**src/include/fret_defs.svh**
```systemverilog
// sizes, tempo table and active-low segment patterns; BPM values assume whole-minute beats
`ifndef FRET_DEFS_SVH
`define FRET_DEFS_SVH

`define FRET_STRINGS 6
`define FRET_BARS    4
`define FRET_ROWS    5          // four bars plus the open row
`define NOTE_W       32         // grid uses 30 bits, top two stay zero
`define TAKE_DEPTH   64
`define ADDR_W       6
`define SPEED_W      3

// beats per minute per speed select
`define BPM_0 40
`define BPM_1 60
`define BPM_2 80
`define BPM_3 100
`define BPM_4 120
`define BPM_5 140
`define BPM_6 180
`define BPM_7 220

// segments g..a, low lights the segment
`define SEG_0     7'b100_0000
`define SEG_1     7'b111_1001
`define SEG_2     7'b010_0100
`define SEG_3     7'b011_0000
`define SEG_4     7'b001_1001
`define SEG_5     7'b001_0010
`define SEG_6     7'b000_0010
`define SEG_7     7'b111_1000
`define SEG_8     7'b000_0000
`define SEG_9     7'b001_1000
`define SEG_A     7'b000_1000
`define SEG_B     7'b000_0011
`define SEG_C     7'b100_0110
`define SEG_D     7'b010_0001
`define SEG_E     7'b000_0110
`define SEG_F     7'b000_1110
`define SEG_BLANK 7'b111_1111

`endif

```
**src/logic/fret_pkg.sv**
```systemverilog
// shared types of the note recorder; widths come from fret_defs.svh on the include path
`include "fret_defs.svh"

package fret_pkg;

	typedef logic [`FRET_STRINGS-1:0] strings_t;   // one bit per string
	typedef logic [`FRET_BARS-1:0]    bars_t;      // bar 1 in bit 0
	typedef logic [`NOTE_W-1:0]       note_t;      // one-hot grid, row * 6 + string
	typedef logic [`ADDR_W-1:0]       addr_t;      // take memory address
	typedef logic [`SPEED_W-1:0]      speed_t;     // tempo table index

	typedef logic [3:0]  digit_t;
	typedef logic [6:0]  seg_t;       // g..a, active low
	typedef logic [31:0] beat_cnt_t;

	// recorder mode, value also shown on the mode display
	typedef enum logic [1:0] {
		MODE_IDLE   = 2'd0,
		MODE_RECORD = 2'd1,
		MODE_PLAY   = 2'd2
	} rec_mode_t;

endpackage

```
**src/logic/tempo_timer.sv**
```systemverilog
// beat strobe every clk_per_sec*60/bpm cycles; speed only takes effect on a counter reload
`timescale 1ns/1ps
`include "fret_defs.svh"

module tempo_timer #(
	parameter int clk_per_sec = 50_000_000
) (
	input  logic             clk,
	input  logic             resetn,
	input  fret_pkg::speed_t speed,
	output logic             beat
);
	import fret_pkg::*;

	// 64-bit so the product does not overflow at 50 MHz
	localparam longint TICKS_PER_MIN = longint'(clk_per_sec) * 60;

	beat_cnt_t period;
	beat_cnt_t cnt_q;

	always_comb begin
		case (speed)
			3'd0: period = beat_cnt_t'(TICKS_PER_MIN / `BPM_0);
			3'd1: period = beat_cnt_t'(TICKS_PER_MIN / `BPM_1);
			3'd2: period = beat_cnt_t'(TICKS_PER_MIN / `BPM_2);
			3'd3: period = beat_cnt_t'(TICKS_PER_MIN / `BPM_3);
			3'd4: period = beat_cnt_t'(TICKS_PER_MIN / `BPM_4);
			3'd5: period = beat_cnt_t'(TICKS_PER_MIN / `BPM_5);
			3'd6: period = beat_cnt_t'(TICKS_PER_MIN / `BPM_6);
			default: period = beat_cnt_t'(TICKS_PER_MIN / `BPM_7);
		endcase
	end

	// count down, reload on zero
	always_ff @(posedge clk) begin
		if (!resetn) begin
			cnt_q <= period - 1'b1;
		end else if (cnt_q == '0) begin
			cnt_q <= period - 1'b1;   // new speed picked up here
		end else begin
			cnt_q <= cnt_q - 1'b1;
		end
	end

	assign beat = (cnt_q == '0);

endmodule

```
**src/logic/fret_sampler.sv**
```systemverilog
// gathers presses since the last beat, inputs active high; the highest bar wins the row
`timescale 1ns/1ps
`include "fret_defs.svh"

module fret_sampler (
	input  logic               clk,
	input  logic               resetn,
	input  fret_pkg::strings_t strings,
	input  fret_pkg::bars_t    bars,
	input  logic               beat,
	output fret_pkg::note_t    note_code
);
	import fret_pkg::*;

	localparam int ROW_SEL_W = $clog2(`FRET_ROWS);

	strings_t              str_q;      // sticky strings
	strings_t              str_all;
	logic [`FRET_ROWS-1:0] row_q;      // sticky row flags, row 0 is open
	logic [`FRET_ROWS-1:0] row_now;
	logic [`FRET_ROWS-1:0] row_all;
	logic [ROW_SEL_W-1:0]  row_sel;

	// bar priority, later bars overwrite earlier ones
	always_comb begin
		row_sel = '0;
		for (int b = 0; b < `FRET_BARS; b++) begin
			if (bars[b])
				row_sel = ROW_SEL_W'(b + 1);
		end
		row_now = '0;
		row_now[row_sel] = 1'b1;
	end

	assign str_all = str_q | strings;
	assign row_all = row_q | row_now;

	// grid bit at row r, string s
	always_comb begin
		note_code = '0;
		for (int r = 0; r < `FRET_ROWS; r++) begin
			for (int s = 0; s < `FRET_STRINGS; s++) begin
				note_code[r * `FRET_STRINGS + s] = row_all[r] & str_all[s];
			end
		end
	end

	always_ff @(posedge clk) begin
		if (!resetn || beat) begin
			str_q <= '0;      // beat cycle already used note_code
			row_q <= '0;
		end else begin
			str_q <= str_all;
			row_q <= row_all;
		end
	end

endmodule

```
**src/logic/take_recorder.sv**
```systemverilog
// one note per beat into a 64-word take; strobes outside their mode are dropped, stop beats beat
`timescale 1ns/1ps
`include "fret_defs.svh"

module take_recorder (
	input  logic                clk,
	input  logic                resetn,
	input  logic                beat,
	input  fret_pkg::note_t     note_code,
	input  logic                rec_start,
	input  logic                play_start,
	input  logic                stop,
	output fret_pkg::rec_mode_t mode,
	output fret_pkg::note_t     note_out,
	output logic                note_valid
);
	import fret_pkg::*;

	note_t mem [`TAKE_DEPTH];

	rec_mode_t         mode_q;
	addr_t             addr_q;
	logic [`ADDR_W:0]  len_q;        // holds 0..64
	logic [`ADDR_W:0]  addr_next;    // one bit wider to see the wrap
	logic              wr_en;

	assign addr_next = {1'b0, addr_q} + 1'b1;
	assign wr_en     = (mode_q == MODE_RECORD) && beat && !stop;

	// take memory, no reset
	always_ff @(posedge clk) begin
		if (wr_en)
			mem[addr_q] <= note_code;
	end

	always_ff @(posedge clk) begin
		if (!resetn) begin
			mode_q     <= MODE_IDLE;
			addr_q     <= '0;
			len_q      <= '0;
			note_out   <= '0;
			note_valid <= 1'b0;
		end else begin
			note_valid <= 1'b0;
			case (mode_q)
				MODE_IDLE: begin
					note_out <= '0;
					if (rec_start) begin
						addr_q <= '0;
						mode_q <= MODE_RECORD;
					end else if (play_start && len_q != '0) begin
						addr_q <= '0;
						mode_q <= MODE_PLAY;
					end
				end
				MODE_RECORD: begin
					if (stop) begin
						len_q  <= {1'b0, addr_q};   // writes done so far
						mode_q <= MODE_IDLE;
					end else if (beat) begin
						note_out   <= note_code;
						note_valid <= 1'b1;
						addr_q     <= addr_next[`ADDR_W-1:0];
						// memory full
						if (addr_next == `TAKE_DEPTH) begin
							len_q  <= addr_next;
							mode_q <= MODE_IDLE;
						end
					end
				end
				MODE_PLAY: begin
					if (stop) begin
						mode_q <= MODE_IDLE;
					end else if (beat) begin
						note_out   <= mem[addr_q];
						note_valid <= 1'b1;
						addr_q     <= addr_next[`ADDR_W-1:0];
						if (addr_next == len_q)
							mode_q <= MODE_IDLE;   // last note of the take
					end
				end
				default: begin
					mode_q <= MODE_IDLE;
				end
			endcase
		end
	end

	assign mode = mode_q;

endmodule

```
**src/logic/note_display.sv**
```systemverilog
// three active-low digits: low half, high half of the note, and the mode; non one-hot shows F
`timescale 1ns/1ps
`include "fret_defs.svh"

module note_display (
	input  fret_pkg::note_t     note_out,
	input  fret_pkg::rec_mode_t mode,
	output fret_pkg::seg_t      hex0,
	output fret_pkg::seg_t      hex1,
	output fret_pkg::seg_t      hex_mode
);
	import fret_pkg::*;

	// index of the single set bit, F otherwise
	function automatic digit_t onehot_digit(input logic [15:0] half);
		digit_t digit;
		int     hits;
		digit = 4'hF;
		hits  = 0;
		for (int i = 0; i < 16; i++) begin
			if (half[i]) begin
				digit = digit_t'(i);
				hits++;
			end
		end
		if (hits != 1)
			digit = 4'hF;
		return digit;
	endfunction

	function automatic seg_t hex_seg(input digit_t digit);
		case (digit)
			4'h0: return `SEG_0;
			4'h1: return `SEG_1;
			4'h2: return `SEG_2;
			4'h3: return `SEG_3;
			4'h4: return `SEG_4;
			4'h5: return `SEG_5;
			4'h6: return `SEG_6;
			4'h7: return `SEG_7;
			4'h8: return `SEG_8;
			4'h9: return `SEG_9;
			4'hA: return `SEG_A;
			4'hB: return `SEG_B;
			4'hC: return `SEG_C;
			4'hD: return `SEG_D;
			4'hE: return `SEG_E;
			default: return `SEG_F;
		endcase
	endfunction

	assign hex0 = hex_seg(onehot_digit(note_out[15:0]));
	assign hex1 = hex_seg(onehot_digit(note_out[31:16]));

	always_comb begin
		case (mode)
			MODE_IDLE, MODE_RECORD, MODE_PLAY: hex_mode = hex_seg(digit_t'(mode));
			default: hex_mode = `SEG_BLANK;   // unused encoding
		endcase
	end

endmodule

```
**src/logic/fret_recorder_top.sv**
```systemverilog
// note recorder top, all inputs active high; clk_per_sec scales the tempo table
`timescale 1ns/1ps

module fret_recorder_top #(
	parameter int clk_per_sec = 50_000_000
) (
	input  logic                clk,
	input  logic                resetn,
	input  fret_pkg::strings_t  strings,
	input  fret_pkg::bars_t     bars,
	input  fret_pkg::speed_t    speed,
	input  logic                rec_start,
	input  logic                play_start,
	input  logic                stop,
	output fret_pkg::rec_mode_t mode,
	output fret_pkg::note_t     note_out,
	output logic                note_valid,
	output fret_pkg::seg_t      hex0,
	output fret_pkg::seg_t      hex1,
	output fret_pkg::seg_t      hex_mode
);

	logic            beat;
	fret_pkg::note_t note_code;

	tempo_timer #(
		.clk_per_sec(clk_per_sec)
	) u_tempo (
		.clk    (clk),
		.resetn (resetn),
		.speed  (speed),
		.beat   (beat)
	);

	fret_sampler u_sampler (
		.clk       (clk),
		.resetn    (resetn),
		.strings   (strings),
		.bars      (bars),
		.beat      (beat),
		.note_code (note_code)
	);

	take_recorder u_recorder (
		.clk        (clk),
		.resetn     (resetn),
		.beat       (beat),
		.note_code  (note_code),
		.rec_start  (rec_start),
		.play_start (play_start),
		.stop       (stop),
		.mode       (mode),
		.note_out   (note_out),
		.note_valid (note_valid)
	);

	// display follows the registered recorder outputs
	note_display u_display (
		.note_out (note_out),
		.mode     (mode),
		.hex0     (hex0),
		.hex1     (hex1),
		.hex_mode (hex_mode)
	);

endmodule

```
**config.mk**
```make
export PLATFORM = sky130hd
export DESIGN_NAME = fret_recorder_top
export DESIGN_NICKNAME = d
export VERILOG_FILES = /design/src/logic/fret_pkg.sv /design/src/logic/tempo_timer.sv /design/src/logic/fret_sampler.sv /design/src/logic/take_recorder.sv /design/src/logic/note_display.sv /design/src/logic/fret_recorder_top.sv
export VERILOG_INCLUDE_DIRS = /design/src /design/src/include
export SDC_FILE = /design/constraint.sdc
export NUM_CORES = 2
export LEC_CHECK = 0
export BUFFER_PORTS_ARGS = -buffer_cell sky130_fd_sc_hd__buf_4
export CAP_MARGIN = 20
export CORE_MARGIN = 2
export CORE_UTILIZATION = 25
export DETAILED_ROUTE_END_ITERATION = 10
export SETUP_SLACK_MARGIN = 0.15
export SLEW_MARGIN = 20
export SYNTH_ARGS = -nofsm -noshare
export SYNTH_HDL_FRONTEND = slang
export SYNTH_HIERARCHICAL = 1
export SYNTH_SLANG_ARGS = --single-unit
export TNS_END_PERCENT = 1
```
**constraint.sdc**
```tcl
create_clock -name clk -period 11.8 [get_ports clk]
set_input_delay 2.36 -clock clk [delete_from_list [all_inputs] [get_ports clk]]
set_output_delay 2.36 -clock clk [all_outputs]
set_load 0.02 [all_outputs]
```
# Yosys cells after proc, flatten, opt, wreduce, memory -nomap -nowiden
# Memories as Yosys holds them, arrays and structs flattened. A register that Yosys moved wholly into a read port is not among the register bits.
# Index checks and enable logic that the tools add are counted.
# totals
mem_bits_ro,224
elab_cells,230
reg_bits,91
out_inout_bits,56
memories,3
ramBits,1920
# memory_table
name,depth,width,rd,rd_clocked_by_memory_dff,write_ports,line,text
u_recorder.mem,64,30,1,1,1,take_recorder.sv:19,note_t mem [`TAKE_DEPTH];
(name not given),16,7,1,0,0,note_display.sv:32,case (digit)
(name not given),16,7,1,0,0,note_display.sv:32,
# op_classes
bitwise,34
n_reduce_logical,22
order_cmp,2
n_mux,104
eq_ne,24
n_addsub,33
# op_table
op,count
32-bit 2-to-1 mux,36
32-bit by 2-bit adder with 32-bit output (second input constant),28
27-bit case mux with 7 select lines,1
4-bit 2-to-1 mux,34
32-bit case mux with 3 select lines,1
32-bit by 2-bit inequality test with 1-bit output (second input constant),2
6-bit 2-to-1 mux,6
32-bit logical NOT,1
32-bit by 1-bit subtractor with 32-bit output (second input constant),1
1-bit bitwise AND,30
7-bit 2-to-1 mux,4
7-bit case mux with 4 select lines,1
27-bit by 1-bit subtractor with 28-bit output (second input constant),1
2-bit 2-to-1 mux,8
3-bit inequality test (second input constant),5
6-bit case mux with 2 select lines,1
2-bit inequality test (second input constant),5
5-bit AND reduction,2
3-bit == test (second input constant),3
3-bit 2-to-1 mux,3
6-bit by 1-bit adder with 7-bit output (second input constant),1
7-bit == test,1
7-bit == test (second input constant),1
1-bit 2-to-1 mux,7
other kinds (25),36

# Logic depth before layout (Yosys ltp)
# An unclocked memory read counts as a cell.
# depth
word_depth,34
ltp_mapped,65
mapped_depth_nobuf,65

# Hierarchy
# Netlist, hierarchy kept.
# modules_own_cells
module,cells_each,area_per_inst_um2,n_inst
take_recorder,3681,80732.4,1
note_display,688,4849.7,1
tempo_timer,225,1858.0,1
fret_sampler,75,529.3,1

# Worst setup path before layout
# Ideal clock, no wire load.
# synth_path
path_kind,register -> output
start,register u_recorder.note_out[16]
end,output hex1[2]
path_buffers,0
path_stages_with_launch,60
setup_slack_ns,-1.243
t_arrival_ns,10.683
path_cell_list,dfxtp_1 -> inv_1 -> ha_1 -> xor2_1 -> ha_1 -> nor2b_1 -> nor2_1 -> ha_1 -> nand2_1 -> o31ai_1 -> ha_1 -> nand2b_1 -> o41ai_1 -> or2_2 -> inv_1 -> ha_1 -> nand2_1 -> o21ai_0 -> [... 24 more ...] -> o21ai_0 -> o41ai_1 -> inv_1 -> ha_1 -> nor2b_1 -> nor4bb_1 -> o311a_1 -> nor3_1 -> o22ai_1 -> mux2i_1 -> or4_4 -> a21oi_2 -> nand2_1 -> nor3_1 -> ha_1 -> inv_1 -> or4_1 -> o21ai_0
# synth_between
elab_chain_cells,34
word_cells_on_any_way,50
classes_between,add/sub: 15; eq/ne: 1; mux: 33; memory: 1
# synth_lines
element,line,text
start: declaration,take_recorder.sv:14,"output fret_pkg::note_t note_out,"
start signal: assignment,take_recorder.sv:61,note_out <= note_code;
start signal: assignment,take_recorder.sv:75,note_out <= mem[addr_q];
1-bit 2-to-1 mux,note_display.sv:21,if (half[i]) begin
1-bit by 1-bit adder with 2-bit output,note_display.sv:23,hits++;
32-bit 2-to-1 mux,note_display.sv:21,
32-bit by 2-bit adder with 32-bit output,note_display.sv:23,
32-bit 2-to-1 mux,note_display.sv:21,
32-bit by 2-bit adder with 32-bit output,note_display.sv:23,
32-bit 2-to-1 mux,note_display.sv:21,
32-bit by 2-bit adder with 32-bit output,note_display.sv:23,
[... 18 more ...],-,
32-bit 2-to-1 mux,note_display.sv:21,
32-bit by 2-bit adder with 32-bit output,note_display.sv:23,
32-bit 2-to-1 mux,note_display.sv:21,
32-bit by 2-bit adder with 32-bit output,note_display.sv:23,
32-bit 2-to-1 mux,note_display.sv:21,
32-bit by 2-bit inequality test with 1-bit output,note_display.sv:26,if (hits != 1)
4-bit 2-to-1 mux (*),note_display.sv:26,
memory 16 x 7 bit (*),-,
end: declaration,fret_recorder_top.sv:19,"output fret_pkg::seg_t hex1,"
# Every way passes the cells marked *; elsewhere a longest branch is shown, timed or not.

# Worst setup path after layout
# layout_path
start,register u_recorder.note_out[17]
end,output hex1[0]
# layout_between
elab_chain_cells,32
word_cells_on_any_way,47
classes_between,add/sub: 14; eq/ne: 1; mux: 31; memory: 1
# layout_lines
element,line
32-bit 2-to-1 mux,note_display.sv:21
32-bit by 2-bit adder with 32-bit output,note_display.sv:23
32-bit 2-to-1 mux,note_display.sv:21
32-bit by 2-bit adder with 32-bit output,note_display.sv:23
32-bit 2-to-1 mux,note_display.sv:21
32-bit by 2-bit adder with 32-bit output,note_display.sv:23
32-bit 2-to-1 mux,note_display.sv:21
32-bit by 2-bit adder with 32-bit output,note_display.sv:23
[... 16 more ...],-
32-bit 2-to-1 mux,note_display.sv:21
32-bit by 2-bit adder with 32-bit output,note_display.sv:23
32-bit 2-to-1 mux,note_display.sv:21
32-bit by 2-bit adder with 32-bit output,note_display.sv:23
32-bit 2-to-1 mux,note_display.sv:21
32-bit by 2-bit inequality test with 1-bit output,note_display.sv:26
4-bit 2-to-1 mux (*),note_display.sv:26
memory 16 x 7 bit (*),-
# Marks and branches as above.

==> impl_results.md <==
- Result of the run: finished, violations left
- Violations in the final reports: negative setup slack
- Number of synthesis warnings: 6
- Number of iterations in the first detailed-routing pass: 7
- Post-detail-place hpwl: 149000 µm
- Initial antenna violation count: 16
- Root Driver: sky130_fd_sc_hd__clkbuf_16
- CP Data Arrival Time: 11440 ps
- Clock-pin slew of the registers on the worst-case setup and hold paths: 60 ps
- Total Power Consumption: 0.0171 W
- Pre-CTS WS: -886 ps
- Cell with the biggest individual delay on the critical path: sky130_fd_sc_hd__or4_4
- Netlist Area Pre-Place: 0.0880 mm²
- Clock Latency Late Sink: 870 ps
- H-tree lvl count: 4
- Area of the core: 0.350 mm²
- Wire per inst: 26.4 µm
- Number of failing hold endpoints at the final stage: 0
- Largest net degree at the start of global routing: 94
- Synth area leader: sky130_fd_sc_hd__edfxtp_1
- Floorplan row count: 217
- Worst min-delay path category: reg -> reg
- MaxCap Viol Count: 0
- Worst-margin pin slew: 1220 ps
- Crit start category: flip-flop
- Ratio of final minimum period to clock period: 1.17
- Die area: 0.357 mm²
- Fraction of final layout cells sized beyond drive strength 1: 0.275
- Synthesis-to-finish area growth: 17.5%
- Rel. slew slack: 0.185
- TritonCTS Buffers: 214
- Die Span X: 597 µm
- Layout Skew: 38.7 ps
- Number of storage elements in the synthesis netlist: 2145
- Minimum setup slack in the final design: -2000 ps
- Cell area power density: 165 mW/mm²
- Vias in the first global route: 47800
- Non-filler cells, final: 9794
- Post-layout nets: 5077
- Final standard cell utilization of the core: 0.296
- Worst Hold Margin: 463 ps
- Unique masters post-synth: 108
- Global router's overall resource usage: 0.141
- Maximum clock frequency: 72.5 MHz
- Effective utilization at floorplan: 0.252
- IO Port Bufs: 73
- Residual overflow from global routing: 0
- Routed WL: 258000 µm
- Worst setup path category: reg -> out
- Largest fanout on the critical path: 4
- Global-route wire length before repair: 362000 µm
- Placer Congestion: 0.859
- Leakage power: 31.6 nW
- Post-Synthesis Mean Instance Area: 18.8 µm²
- Maximum vdd drop: 131 µV
- RSZ-0062 raised after global routing: yes
- Async S/R FF share, synth: 0
- Y dimension of the die: 597 µm
- Remaining design rule violation count: 0
- Critical path's largest stage delay: 530 ps
- Antenna Violating Nets Remaining: 0
- Share of the synthesized area in the top cell type: 0.699
- Primary flip-flop cell chosen by synthesis mapping: sky130_fd_sc_hd__edfxtp_1
- TritonCTS clock tree: yes
- Clock sinks: 2145
- Gate count after technology mapping: 4669
- Final setup violation count: 14
- Boundary Pins: 74
- Total via count in the routed design: 49000
- Most frequent cells after synthesis: sky130_fd_sc_hd__edfxtp_1, sky130_fd_sc_hd__mux4_2, sky130_fd_sc_hd__nor2_1
- Placed Cells incl. Taps: 9352
- Biggest area contributors in the synthesized netlist: sky130_fd_sc_hd__edfxtp_1, sky130_fd_sc_hd__mux4_2, sky130_fd_sc_hd__dfxtp_1
- Number of DRC markers after the initial detailed-route iteration: 6833
- Sort of element at the end of the critical path: primary output
- Cell with the most instances after synthesis: sky130_fd_sc_hd__edfxtp_1
- Library cell appearing most often on the critical path: sky130_fd_sc_hd__ha_4
- Pins Over Slew Limit: 0
- Clock buffer depth: 3
- Required time of the worst setup path: 9440 ps
- Sequential-to-total area share from yosys stat: 0.721
- Number of enable-type register cells in the synthesized netlist: 2048
- Via density per instance: 5.00
- Time the final worst path needs with I/O delays and setup: 13800 ps
## placed cells by master, fill, tap and decap left out, types with 20 or more instances in the layout
master	n
sky130_fd_sc_hd__a211oi_1	32
sky130_fd_sc_hd__a21oi_1	74
sky130_fd_sc_hd__a21oi_4	25
sky130_fd_sc_hd__a22o_1	27
sky130_fd_sc_hd__a22oi_1	89
sky130_fd_sc_hd__a31oi_1	27
sky130_fd_sc_hd__buf_4	364
sky130_fd_sc_hd__bufinv_16	20
sky130_fd_sc_hd__clkbuf_1	49
sky130_fd_sc_hd__clkbuf_16	216
sky130_fd_sc_hd__clkinv_1	54
sky130_fd_sc_hd__clkinv_2	39
sky130_fd_sc_hd__dfxtp_1	89
sky130_fd_sc_hd__edfxtp_1	2048
sky130_fd_sc_hd__ha_1	39
sky130_fd_sc_hd__inv_1	53
sky130_fd_sc_hd__mux2i_1	111
sky130_fd_sc_hd__mux4_2	499
sky130_fd_sc_hd__nand2_1	182
sky130_fd_sc_hd__nand2b_1	33
sky130_fd_sc_hd__nand3_1	90
sky130_fd_sc_hd__nand4_1	22
sky130_fd_sc_hd__nor2_1	130
sky130_fd_sc_hd__nor2_4	69
sky130_fd_sc_hd__nor2b_1	49
sky130_fd_sc_hd__nor3_1	48
sky130_fd_sc_hd__nor4_1	25
sky130_fd_sc_hd__o21ai_0	66
sky130_fd_sc_hd__o21ai_1	20
sky130_fd_sc_hd__o22ai_1	44
sky130_fd_sc_hd__xnor2_1	67
sky130_fd_sc_hd__xor2_1	25
## critical path: cells and delay by family, from the launching register on
kind                     cells  cell delay (ps)
AO/OA/AOI/OAI               18             2250
adder cells (fa/ha/maj)     14             3650
buffers and inverters        8              780
flip-flops                   1              370
multiplexers                 3              470
AND/OR/NAND/NOR             21             3090
## report_power, final
group	switching [W]	leakage, nW	internal (W)
Clock	0.00286	3.35	0.00383
Sequential	0.0000604	19.5	0.00839
Combinational	0.00108	8.69	0.000843
## cells by family (layout without fill, tap and decap cells)
group | after synthesis | count (layout) | synth area share
adders and majority gates | 52 | 52 | 0.00740
xor gates and xnor gates | 119 | 119 | 0.0156
and+or+nand+nor | 817 | 817 | 0.0470
buffers and inverters | 316 | 836 | 0.0187
DFF | 2145 | 2145 | 0.721
AOI/OAI and AO/OA | 588 | 588 | 0.0471
other | 1 | 7 | 0.0000426
muxes | 631 | 631 | 0.143
## per-stage QoR
| stage | instance area [µm²] | TNS, ps |
|---|---|---|
| after floorplan | 88200 | -3230 |
| after global placement | 96000 | -3470 |
| after detailed placement | 96000 | -9040 |
| after CTS | 103000 | -19790 |
| after global routing | 103000 | -30720 |
| final | 103000 | -22490 |
## what timing repair did
| action | in CTS | in global routing |
|---|---|---|
| pin swaps | 20 | 25 |
| setup buffers | 29 | 7 |
| endpoints found under the setup margin | 14 | 14 |
| resized for setup | 18 | 32 |
| endpoints found under the hold margin | 0 | 0 |
| hold buffers | 0 | 0 |
## layout make-up
cell class,count,area (µm²)
diodes,5,12.5
clock buffers,271,5670
clock inverters,128,1190
fillers,33900,246000
inverters,63,239
multi-input cells,2209,24100
flip-flops and latches,2145,63500
well taps,4599,5750
repair buffers,374,2880
## metal layers
layer,wire length (µm),GRT usage,part of all wire
met1,103000,0.187,0.40
met2,122000,0.227,0.47
met3,24600,0.0308,0.095
met4,8400,0.0468,0.033
met5,57,0,0.00022
## sequential cells by signal, summed over array words and instances (netlist names), named ones only
name / cells
u_recorder/len_q: 7
u_recorder/note_valid: 1
u_tempo/cnt_q: 32
u_sampler/row_q: 5
u_sampler/str_q: 6
u_recorder/addr_q: 6
u_recorder/mode: 2
u_recorder/mem: 2048
u_recorder/note_out: 32
## path summary, 6_finish.rpt
kind                                      to  cells after the start  slack (ps)                                 start
min                u_tempo/cnt_q[30]$_DFF_P_                      2         460             u_tempo/cnt_q[30]$_DFF_P_
max reg2reg  u_recorder/mem[24][8]$_DFFE_PP_                     12        6730             u_tempo/cnt_q[19]$_DFF_P_
max                                  hex1[0]                     64       -2000  u_recorder/note_out[17]$_SDFFE_PN0P_
min reg2reg        u_tempo/cnt_q[30]$_DFF_P_                      2         460             u_tempo/cnt_q[30]$_DFF_P_
Power figures use the tool's default switching activity.
